`src/dac_pkg.sv`:
```
`default_nettype none

package dac_pkg;

    // cell counts fixed by the code format
    localparam int BIN_CELLS   = 6;
    localparam int THERM_CELLS = 15;     // two spare cells are not modelled
    localparam int THERM_UNITS = 64;     // one thermometer cell in lsb units
    localparam int FULL_SCALE  = 1023;   // 63 binary + 15 * 64 thermometer

    // calibration select encoding
    localparam int CAL_NONE       = 0;
    localparam int CAL_RED        = 1;   // redundant lsb cell, also claims binary cell 0
    localparam int CAL_BIN_BASE   = 2;   // binary cell 1
    localparam int CAL_THERM_BASE = 7;   // thermometer cell 0

    typedef logic [10:0]            current_t;   // current in lsb units
    typedef logic [4:0]             cal_sel_t;
    typedef logic [BIN_CELLS-1:0]   bin_code_t;
    typedef logic [THERM_CELLS-1:0] therm_code_t;

    // where a cell sends its current
    typedef enum logic [1:0] {
        CELL_OFF,   // equal control bits
        CELL_POS,   // steered to iout
        CELL_NEG,   // steered to ioutb
        CELL_CAL    // claimed for calibration, goes to ical only
    } cell_state_e;

    typedef struct packed {
        bin_code_t   datain;
        bin_code_t   datainb;
        therm_code_t datatherm;
        therm_code_t datathermb;
        cal_sel_t    dataical;
    } dac_code_t;

    // decoder to summer
    typedef struct packed {
        logic                           valid;
        cell_state_e [BIN_CELLS-1:0]    bin_state;
        cell_state_e [THERM_CELLS-1:0]  therm_state;
        logic                           cal_red;    // redundant cell feeds ical
        cal_sel_t                       cal_sel;
    } steer_t;

    // summer to output stage
    typedef struct packed {
        logic     valid;
        current_t iout;
        current_t ioutb;
        current_t ical;
        logic     ical_valid;
    } sum_t;

endpackage

`default_nettype wire

```
`src/current_steering_dac.sv`:
```
`default_nettype none

module current_steering_dac (
    input  logic               clk,
    input  logic               reset,
    input  logic               in_valid,
    input  dac_pkg::dac_code_t code,
    input  logic               pdb,
    output logic               out_valid,
    output dac_pkg::current_t  iout,
    output dac_pkg::current_t  ioutb,
    output dac_pkg::current_t  ical,
    output logic               ical_valid
);
    import dac_pkg::*;

    steer_t steer;   // stage 1 to stage 2
    sum_t   sum;     // stage 2 to stage 3

    steering_decoder u_decoder (
        .clk      (clk),
        .reset    (reset),
        .in_valid (in_valid),
        .code     (code),
        .steer    (steer)
    );

    current_summer u_summer (
        .clk   (clk),
        .reset (reset),
        .steer (steer),
        .sum   (sum)
    );

    output_stage u_output (
        .clk        (clk),
        .reset      (reset),
        .pdb        (pdb),
        .sum        (sum),
        .out_valid  (out_valid),
        .iout       (iout),
        .ioutb      (ioutb),
        .ical       (ical),
        .ical_valid (ical_valid)
    );

endmodule

`default_nettype wire

```
`src/current_summer.sv`:
```
`default_nettype none

module current_summer (
    input  logic            clk,
    input  logic            reset,
    input  dac_pkg::steer_t steer,
    output dac_pkg::sum_t   sum
);
    import dac_pkg::*;

    sum_t     sum_d;
    current_t pos_acc;
    current_t neg_acc;
    current_t cal_w;     // weight of the claimed main cell
    logic     cal_hit;

    always_comb begin
        pos_acc = '0;
        neg_acc = '0;
        cal_w   = '0;
        cal_hit = 1'b0;
        for (int k = 0; k < BIN_CELLS; k++) begin
            case (steer.bin_state[k])
                CELL_POS: pos_acc = pos_acc + current_t'(1 << k);
                CELL_NEG: neg_acc = neg_acc + current_t'(1 << k);
                CELL_CAL: begin
                    cal_w   = current_t'(1 << k);
                    cal_hit = 1'b1;
                end
                default: ;   // parked cell adds nothing
            endcase
        end
        for (int t = 0; t < THERM_CELLS; t++) begin
            case (steer.therm_state[t])
                CELL_POS: pos_acc = pos_acc + current_t'(THERM_UNITS);
                CELL_NEG: neg_acc = neg_acc + current_t'(THERM_UNITS);
                CELL_CAL: begin
                    cal_w   = current_t'(THERM_UNITS);
                    cal_hit = 1'b1;
                end
                default: ;
            endcase
        end
    end

    always_comb begin
        sum_d            = '0;
        sum_d.valid      = steer.valid;
        sum_d.iout       = pos_acc;
        sum_d.ioutb      = neg_acc;
        sum_d.ical_valid = steer.valid && (steer.cal_red || cal_hit);
        if (steer.cal_red)
            sum_d.ical = current_t'(1);   // redundant cell is one lsb
        else if (cal_hit)
            sum_d.ical = cal_w;
    end

    always_ff @(posedge clk) begin
        sum <= sum_d;
        if (reset) begin
            sum.valid      <= 1'b0;
            sum.ical_valid <= 1'b0;
        end
    end

    // parked and claimed cells only ever remove current
    a_full_scale: assert property (@(posedge clk) disable iff (reset)
        sum.valid |-> (32'(sum.iout) + 32'(sum.ioutb) <= FULL_SCALE));

    // a select in the active range always yields a calibration current one cycle on
    a_cal_select: assert property (@(posedge clk) disable iff (reset)
        steer.valid && steer.cal_sel != cal_sel_t'(CAL_NONE)
        && 32'(steer.cal_sel) < CAL_THERM_BASE + THERM_CELLS |=> sum.ical_valid);

endmodule

`default_nettype wire

```
`src/output_stage.sv`:
```
`default_nettype none

module output_stage (
    input  logic              clk,
    input  logic              reset,
    input  logic              pdb,
    input  dac_pkg::sum_t     sum,
    output logic              out_valid,
    output dac_pkg::current_t iout,
    output dac_pkg::current_t ioutb,
    output dac_pkg::current_t ical,
    output logic              ical_valid
);
    import dac_pkg::*;

    logic live;   // powered item in this slot

    assign live = pdb && sum.valid;

    always_ff @(posedge clk) begin
        if (reset) begin
            out_valid  <= 1'b0;
            iout       <= '0;
            ioutb      <= '0;
            ical       <= '0;
            ical_valid <= 1'b0;
        end else begin
            out_valid  <= sum.valid;            // timing ignores power-down
            ical_valid <= pdb && sum.ical_valid;
            if (live) begin
                iout  <= sum.iout;
                ioutb <= sum.ioutb;
                ical  <= sum.ical;
            end else begin
                // powered down or empty slot sources nothing
                iout  <= '0;
                ioutb <= '0;
                ical  <= '0;
            end
        end
    end

    // the summer only flags calibration on a live pipeline item
    a_ical_in_slot: assert property (@(posedge clk) disable iff (reset)
        ical_valid |-> out_valid);

endmodule

`default_nettype wire

```
`src/steering_decoder.sv`:
```
`default_nettype none

module steering_decoder (
    input  logic              clk,
    input  logic              reset,
    input  logic              in_valid,
    input  dac_pkg::dac_code_t code,
    output dac_pkg::steer_t   steer
);
    import dac_pkg::*;

    steer_t                             steer_d;
    logic [BIN_CELLS+THERM_CELLS-1:0]   cal_flags;   // one bit per cell in CELL_CAL

    function automatic cell_state_e classify(input logic t, input logic c, input logic claimed);
        if (claimed)
            return CELL_CAL;
        else if (t && !c)
            return CELL_POS;
        else if (!t && c)
            return CELL_NEG;
        else
            return CELL_OFF;   // both bits equal, cell is parked
    endfunction

    always_comb begin
        steer_d         = '0;
        steer_d.valid   = in_valid;
        steer_d.cal_sel = code.dataical;
        steer_d.cal_red = (code.dataical == cal_sel_t'(CAL_RED));
        // binary cell 0 goes with the redundant cell
        steer_d.bin_state[0] = classify(code.datain[0], code.datainb[0], steer_d.cal_red);
        for (int k = 1; k < BIN_CELLS; k++) begin
            steer_d.bin_state[k] = classify(code.datain[k], code.datainb[k],
                code.dataical == cal_sel_t'(CAL_BIN_BASE + k - 1));
        end
        for (int t = 0; t < THERM_CELLS; t++) begin
            steer_d.therm_state[t] = classify(code.datatherm[t], code.datathermb[t],
                code.dataical == cal_sel_t'(CAL_THERM_BASE + t));
        end
    end

    always_ff @(posedge clk) begin
        steer <= steer_d;   // payload loads every cycle
        if (reset) begin
            steer.valid <= 1'b0;
        end
    end

    always_comb begin
        for (int k = 0; k < BIN_CELLS; k++) begin
            cal_flags[k] = (steer.bin_state[k] == CELL_CAL);
        end
        for (int t = 0; t < THERM_CELLS; t++) begin
            cal_flags[BIN_CELLS+t] = (steer.therm_state[t] == CELL_CAL);
        end
    end

    // a single calibration select can never claim two cells
    a_one_cal_cell: assert property (@(posedge clk) disable iff (reset)
        in_valid |=> $onehot0(cal_flags));

endmodule

`default_nettype wire

```
`config.mk`:
```
export PLATFORM = sky130hd
export DESIGN_NAME = current_steering_dac
export DESIGN_NICKNAME = d
export VERILOG_FILES = /design/src/dac_pkg.sv /design/src/current_steering_dac.sv /design/src/current_summer.sv /design/src/output_stage.sv /design/src/steering_decoder.sv
export SDC_FILE = /design/constraint.sdc
export NUM_CORES = 1
export LEC_CHECK = 0
export BUFFER_PORTS_ARGS = -buffer_cell sky130_fd_sc_hd__buf_2
export CAP_MARGIN = 10
export CORE_ASPECT_RATIO = 0.75
export CORE_MARGIN = 1
export CORE_UTILIZATION = 45
export CTS_CLUSTER_DIAMETER = 30
export DETAILED_ROUTE_END_ITERATION = 12
export GPL_ROUTABILITY_DRIVEN = 1
export PLACE_DENSITY = 0.76
export RECOVER_POWER = 100
export SLEW_MARGIN = 20
export SYNTH_ARGS = -nofsm -noshare
export SYNTH_HDL_FRONTEND = slang
export SYNTH_SLANG_ARGS = --single-unit
```
`constraint.sdc`:
```
create_clock -name clk -period 14.4 [get_ports clk]
set_input_delay 0 -clock clk [delete_from_list [all_inputs] [get_ports clk]]
set_output_delay 0 -clock clk [all_outputs]
set_load 0.01 [all_outputs]
```
==> flow_metrics.tcl, run 1 <==
set metrics [dict create \
    setup_tns_ps 0 \
    post-dp-hpwl_um 10700 \
    hp-start "code[4]" \
    core_area_um2 13800 \
    synth_edf_count 0 \
    synthFlopType "dfxtp_1" \
    worst_path_max_delay_cell "nor2b_1" \
    synth_area_leaders "dfxtp_1, xnor2_1, ha_1, nor2b_1, nand2_1" \
    finalSetupViolCount 0 \
    nFillCells 1213 \
    hold_violations 0 \
    die_w_um 140 \
    endpoint_kind "register" \
    global_route.overflow_total 0 \
    place_area_um2 6990 \
    rr_worst_depth 36 \
    syn_to_final_growth_pct 22.5 \
    cts_setup_buffers 0 \
    hold_depth 4 \
    cts_max_level 3 \
    synth_seq_cells 106 \
    num_vias 5469 \
    power_density_nw_per_um2 128 \
    ant_nets 0 \
    dieArea_um2 14800 \
    place_congestion 0.887 \
    tightestPinTransition_ps 1060 \
    finClkSkew_ps 12.1 \
    portBuffers 81 \
    grt_pass1_vias 5153 \
    cpPeakStageDelay_ps 670 \
    required_ps 14640 \
    rsz0062_at_grt "false" \
    slew_violations 0 \
    worstReg2RegEnd "u_summer.sum[33]$_DFF_P_" \
    fmax_mhz 126 \
    synth_top_area_share 0.329 \
    row_count 37 \
    slew-limit-headroom 0.294 \
    regArea_um2 2120 \
    grt_usage 0.204 \
    worstPathArrival_ps 8200 \
    place_inst 981 \
    cts_tree "yes" \
    seq_area_frac_synth 0.329 \
    via_per_inst 5.14 \
    r2r-start "u_decoder.steer[10]$_SDFF_PP1_" \
    drcViolationCount 0 \
    startpoint_type "register" \
    clock_latency_ps 350 \
    top_layer "met4" \
    status "finished clean" \
    cts_root_buf "clkbuf_16" \
    avgRoutedWirePerCell_um 13.7 \
    antennaDiodeCount 0 \
    rrSetupSlack_ps 6440 \
    drive_gt1_frac 0.101 \
    min_period_ps 7960 \
    pin_count 86 \
    crit_top_cell "ha_1" \
    netlist_area_um2 6440 \
    crit_type "reg2reg" \
    p_total_mw 1.01 \
    antenna_found_initial 0 \
    worstHoldEndpoint "u_decoder.steer[9]$_SDFF_PP1_" \
    numCtsBuffers 9 \
    nets 963 \
    synth_top_area_cell "dfxtp_1" \
    synthDistinctLibCells 77 \
    crit_path_start "u_decoder.steer[10]$_SDFF_PP1_" \
    path_max_fanout 9 \
    wl_met2_um 6570 \
    grt_max_degree 31 \
    dr.pass1.iters 5 \
    syn_area_per_cell_um2 8.68 \
    ys_warn_count 0 \
    multi_input_area_um2 3990 \
    die_y_um 106 \
    wl_met1_um 7090 \
    clockBufferDepth 2 \
    fin_cells 1064 \
    period_share 0.553 \
    vdd_drop_max_mv 0.0673 \
    hold_class "in2reg" \
    postLayoutCellArea_um2 7900 \
    syn_inst 742 \
    drv_cap 0 \
    met3_length_um 712 \
    cts_num_sinks 106 \
    synthArstFlopShare 0 \
    leakagePower_nw 3.45 \
    initial_core_util 0.466 \
    routed_wl_um 14500 \
    clk_pin_slew_ps 80 \
    dr.first_iter.drc_count 242 \
    grt_pass1_wl_um 24100 \
]
worst max-delay path, delay by kind of cell (launching register included):
kind	cells	cell delay (ps)
AO/OA/AOI/OAI	11	2120
adder cells (fa/ha/maj)	7	1940
AND/OR/NAND/NOR	8	1460
XOR/XNOR	7	1070
multiplexers	3	780
flip-flops	1	460
state kept, by name (all words and copies together), names as in the netlist:
register / count
u_output.out_valid: 1
u_output.ical: 7
u_output.iout: 11
u_output.ical_valid: 1
u_decoder.steer: 44
u_summer.sum: 31
u_output.ioutb: 11
how the worst max path moves through the flow:
stage / slack, ps / end
after CTS: 6530 / u_summer.sum[33]$_DFF_P_
after global routing: 5790 / u_summer.sum[33]$_DFF_P_
after detailed placement: 6570 / u_summer.sum[33]$_DFF_P_
final: 6440 / u_summer.sum[33]$_DFF_P_
after floorplan: 7410 / u_summer.sum[33]$_DFF_P_
after global placement: 6800 / u_summer.sum[33]$_DFF_P_
synth_stat cells, types with 4 or more instances:
master,count
nor3_1,13
a31oi_1,6
mux2i_1,6
nor3b_1,7
buf_4,4
clkbuf_1,12
nand4_1,4
mux2_2,6
nand3b_1,11
nand2_1,74
o21ai_0,54
nand2b_1,15
a21oi_1,11
nor2_1,35
o22ai_1,8
and3b_1,6
nor2b_1,49
nand3_1,25
and3_1,32
xor2_1,26
ha_1,28
inv_1,53
xnor2_2,5
a22oi_1,4
xnor2_1,60
dfxtp_1,106
final cells by class:
| cell class | instances | share of cell area |
|---|---|---|
| Clock inverter | 7 | 0.0122 |
| Multi-Input combinational cell | 562 | 0.505 |
| Timing Repair Buffer | 149 | 0.130 |
| Sequential cell | 106 | 0.269 |
| Clock buffer | 9 | 0.0285 |
| Tap cell | 175 | 0.0277 |
| Inverter | 56 | 0.0273 |
per-stage QoR:
stage / hold WS, ps / utilization / worst slack (ps)
after floorplan: 71.6 / - / 7410
after global placement: 201 / 0.505 / 6800
after detailed placement: 205 / 0.505 / 6570
after CTS: 48.2 / 0.577 / 6530
after global routing: 76.6 / 0.570 / 5790
final: 80.1 / 0.570 / 6440
power breakdown:
part | total (mW) | leakage, nW | internal (mW) | switching [mW]
Sequential | 0.328 | 0.873 | 0.316 | 0.0117
Combinational | 0.425 | 2.42 | 0.196 | 0.229
Clock | 0.255 | 0.156 | 0.127 | 0.128
cell usage in the layout (no fill, tap or decap), types with 4 or more instances in the layout:
cell / instances
dfxtp_1: 106
nand2_1: 74
dlygate4sd3_1: 67
xnor2_1: 60
o21ai_0: 54
inv_1: 53
nor2b_1: 49
buf_2: 41
clkbuf_1: 41
nor2_1: 35
and3_1: 32
xor2_1: 28
ha_1: 28
nand3_1: 25
nand2b_1: 15
nor3_1: 13
a21oi_1: 11
nand3b_1: 11
clkbuf_16: 9
o22ai_1: 8
nor3b_1: 7
and3b_1: 6
a31oi_1: 6
mux2i_1: 6
xnor2_2: 5
mux2_2: 5
nand4_1: 4
a22oi_1: 4
conb_1: 4
layer usage:
metal,global-route usage,vias up
li1,-,2811
met1,0.271,2511
met2,0.340,129
met3,0.0363,18
met4,0.0518,0
met5,0,-
cells by family after synthesis:
group,synth area share
AND/OR/NAND/NOR,0.241
AO/OA/AOI/OAI,0.126
flip-flops,0.329
XOR/XNOR,0.180
buffers and inverters,0.0485
adder cells (fa/ha/maj),0.0544
multiplexers,0.0198
other,0.000582
what timing repair did:
| action | in CTS | in global routing |
|---|---|---|
| hold buffers | 67 | 0 |
| endpoints found under the hold margin | 46 | 0 |
| setup endpoints to repair | 0 | 0 |
| gates resized for setup | 0 | 0 |
Note: power is estimated with default switching activity, not from simulation.
==> run 2, diff against run 1 <==
==> constraint.sdc (replaced) <==
create_clock -name clk -period 7.4 [get_ports clk]
set_input_delay 0 -clock clk [delete_from_list [all_inputs] [get_ports clk]]
set_output_delay 0 -clock clk [all_outputs]
set_load 0.01 [all_outputs]
==> flow_metrics.tcl, run 2 (synthesis gave the netlist of run 1 again) <==
set metrics [dict create \
    p_sw_frac 0.370 \
    finClkSkew_ps 12.8 \
    reg.largest.list "u_decoder.steer: 44 flops, u_summer.sum: 31 flops" \
    largest_reg_flops 44 \
    antennaDiodeCount 0 \
    status "finished clean" \
    antenna_found_initial 0 \
    post-dp-hpwl_um 10800 \
    num_vias 5653 \
    p_seq_frac 0.301 \
    r2r-start "u_decoder.steer[11]$_SDFF_PP1_" \
    layout_common_cells "dfxtp_1, nand2_1, dlygate4sd3_1" \
    power_density_nw_per_um2 256 \
    drcViolationCount 0 \
    finish.utilization 0.599 \
    worstReg2RegEnd "u_summer.sum[33]$_DFF_P_" \
    drive_gt1_frac 0.171 \
    cts_max_level 3 \
    ant_nets 0 \
    path_max_fanout 7 \
    fmax_mhz 140 \
    die_w_um 140 \
    crit_path_start "u_decoder.steer[11]$_SDFF_PP1_" \
    dieArea_um2 14800 \
    die_y_um 106 \
    finalSetupViolCount 0 \
    nets 980 \
    clock_latency_ps 360 \
    use_met1 0.272 \
    internal-power_mw 1.34 \
    cpPeakStageDelay_ps 450 \
    min_period_ps 7150 \
    critPathCapture "u_summer.sum[33]$_DFF_P_" \
    place_inst 988 \
    clk_pin_slew_ps 80 \
    grt_pass1_wl_um 24200 \
    global_route.overflow_total 0 \
    hold_class "in2reg" \
    place_area_um2 7040 \
    layout_commonest_cell "dfxtp_1" \
    use_met3 0.0309 \
    rr_worst_depth 36 \
    postLayoutCellArea_um2 8290 \
    place_congestion 0.885 \
    slew-limit-headroom 0.274 \
    place_ws_ps -31.5 \
    routed_wl_um 15400 \
    leakagePower_nw 3.59 \
    setup_ws_ps 247 \
    pin_count 86 \
    initial_core_util 0.466 \
    numCtsBuffers 9 \
    clockBufferDepth 2 \
    rsz0062_at_grt "true" \
    grt_max_degree 31 \
    pwr-share-comb 0.468 \
    hold_slack_ps 20.2 \
    required_ps 7640 \
    p_clk_frac 0.231 \
    endpoint_kind "register" \
    period_share 0.967 \
    p_total_mw 2.12 \
    largest_register "u_decoder.steer" \
    nFillCells 1147 \
    cts_root_buf "clkbuf_16" \
    p_sw_uw 786 \
    cts_num_sinks 106 \
    avgRoutedWirePerCell_um 14.3 \
    worstPathArrival_ps 7390 \
    rrSetupSlack_ps 250 \
    hold_violations 0 \
    via_per_inst 5.23 \
    dr.pass1.iters 5 \
    crit_type "reg2reg" \
    fin_cells 1081 \
    vdd_drop_max_mv 0.197 \
    grt_pass1_vias 5190 \
    syn_to_final_growth_pct 28.6 \
    setup_tns_ps 0 \
    slew_violations 0 \
    row_count 37 \
    drv_cap 0 \
    met2_usage 0.339 \
    dr.first_iter.drc_count 352 \
    tightestPinTransition_ps 1090 \
    grt-busiest-layer "met2" \
    portBuffers 81 \
    core_area_um2 13800 \
    startpoint_type "register" \
    cts_tree "yes" \
    worst_path_max_delay_cell "a221o_1" \
    grt_usage 0.203 \
]
-- run 2: cell count changes in the layout (fill, tap and decap cells not counted), sizes merged --
cell         previous run  this run
buf                    41        59
dlygate4sd3            67        66
-- run 2: final cells by class --
class	count	area, um2	area share
Multi-Input combinational cell	562	4240	0.512
Tap cell	175	219	0.0264
Inverter	56	220	0.0266
Clock inverter	7	96.3	0.0116
Sequential cell	106	2130	0.257
Timing Repair Buffer	166	1150	0.139
Clock buffer	9	225	0.0272
-- run 2: worst min-delay path by stage --
stage / slack [ps] / to / startpoint / cells past startpoint
after global placement: 200 / u_decoder.steer[30]$_SDFF_PP1_ / code[17] / 2
after detailed placement: 210 / u_decoder.steer[20]$_SDFF_PP1_ / code[12] / 2
final: 20 / u_decoder.steer[16]$_SDFF_PP1_ / code[3] / 3
after CTS: 10 / u_decoder.steer[16]$_SDFF_PP1_ / code[3] / 3
after floorplan: 70 / u_decoder.steer[48]$_SDFF_PP0_ / reset / 1
after global routing: 50 / u_decoder.steer[16]$_SDFF_PP1_ / code[3] / 3
-- run 2: critical path, delay by kind of cell (launching register included) --
kind                     cells  cell delay [ps]
adder cells (fa/ha/maj)      7             1880
flip-flops                   1              400
multiplexers                 3              560
AO/OA/AOI/OAI                8             1450
buffers and inverters        1              230
AND/OR/NAND/NOR              9             1190
XOR/XNOR                     8             1320
-- run 2: routing by layer --
metal  vias to the layer above  share of wire  wire length (um)
met4                         0          0.012               189
li1                       2862              -                 -
met2                       136           0.47              7260
met5                         -              0                 0
met3                        19          0.044               671
met1                      2636           0.47              7300
-- run 2: power groups by stage --
stage	sequential, mW	combinational, mW	clock (mW)
2_1_floorplan	0.643	0.671	0
3_3_place_gp	0.650	0.805	0
3_5_place_dp	0.651	0.825	0
4_1_cts	0.637	0.858	0.499
5_1_grt	0.645	1.10	0.524
6_report	0.639	0.993	0.490
-- run 2: what timing repair did --
| action | in CTS | in global routing |
|---|---|---|
| endpoints found under the setup margin | 2 | 8 |
| pin swaps | 0 | 26 |
| hold buffers | 66 | 0 |
| setup buffers | 0 | 11 |
| gates resized for setup | 3 | 55 |
| endpoints found under the hold margin | 46 | 0 |
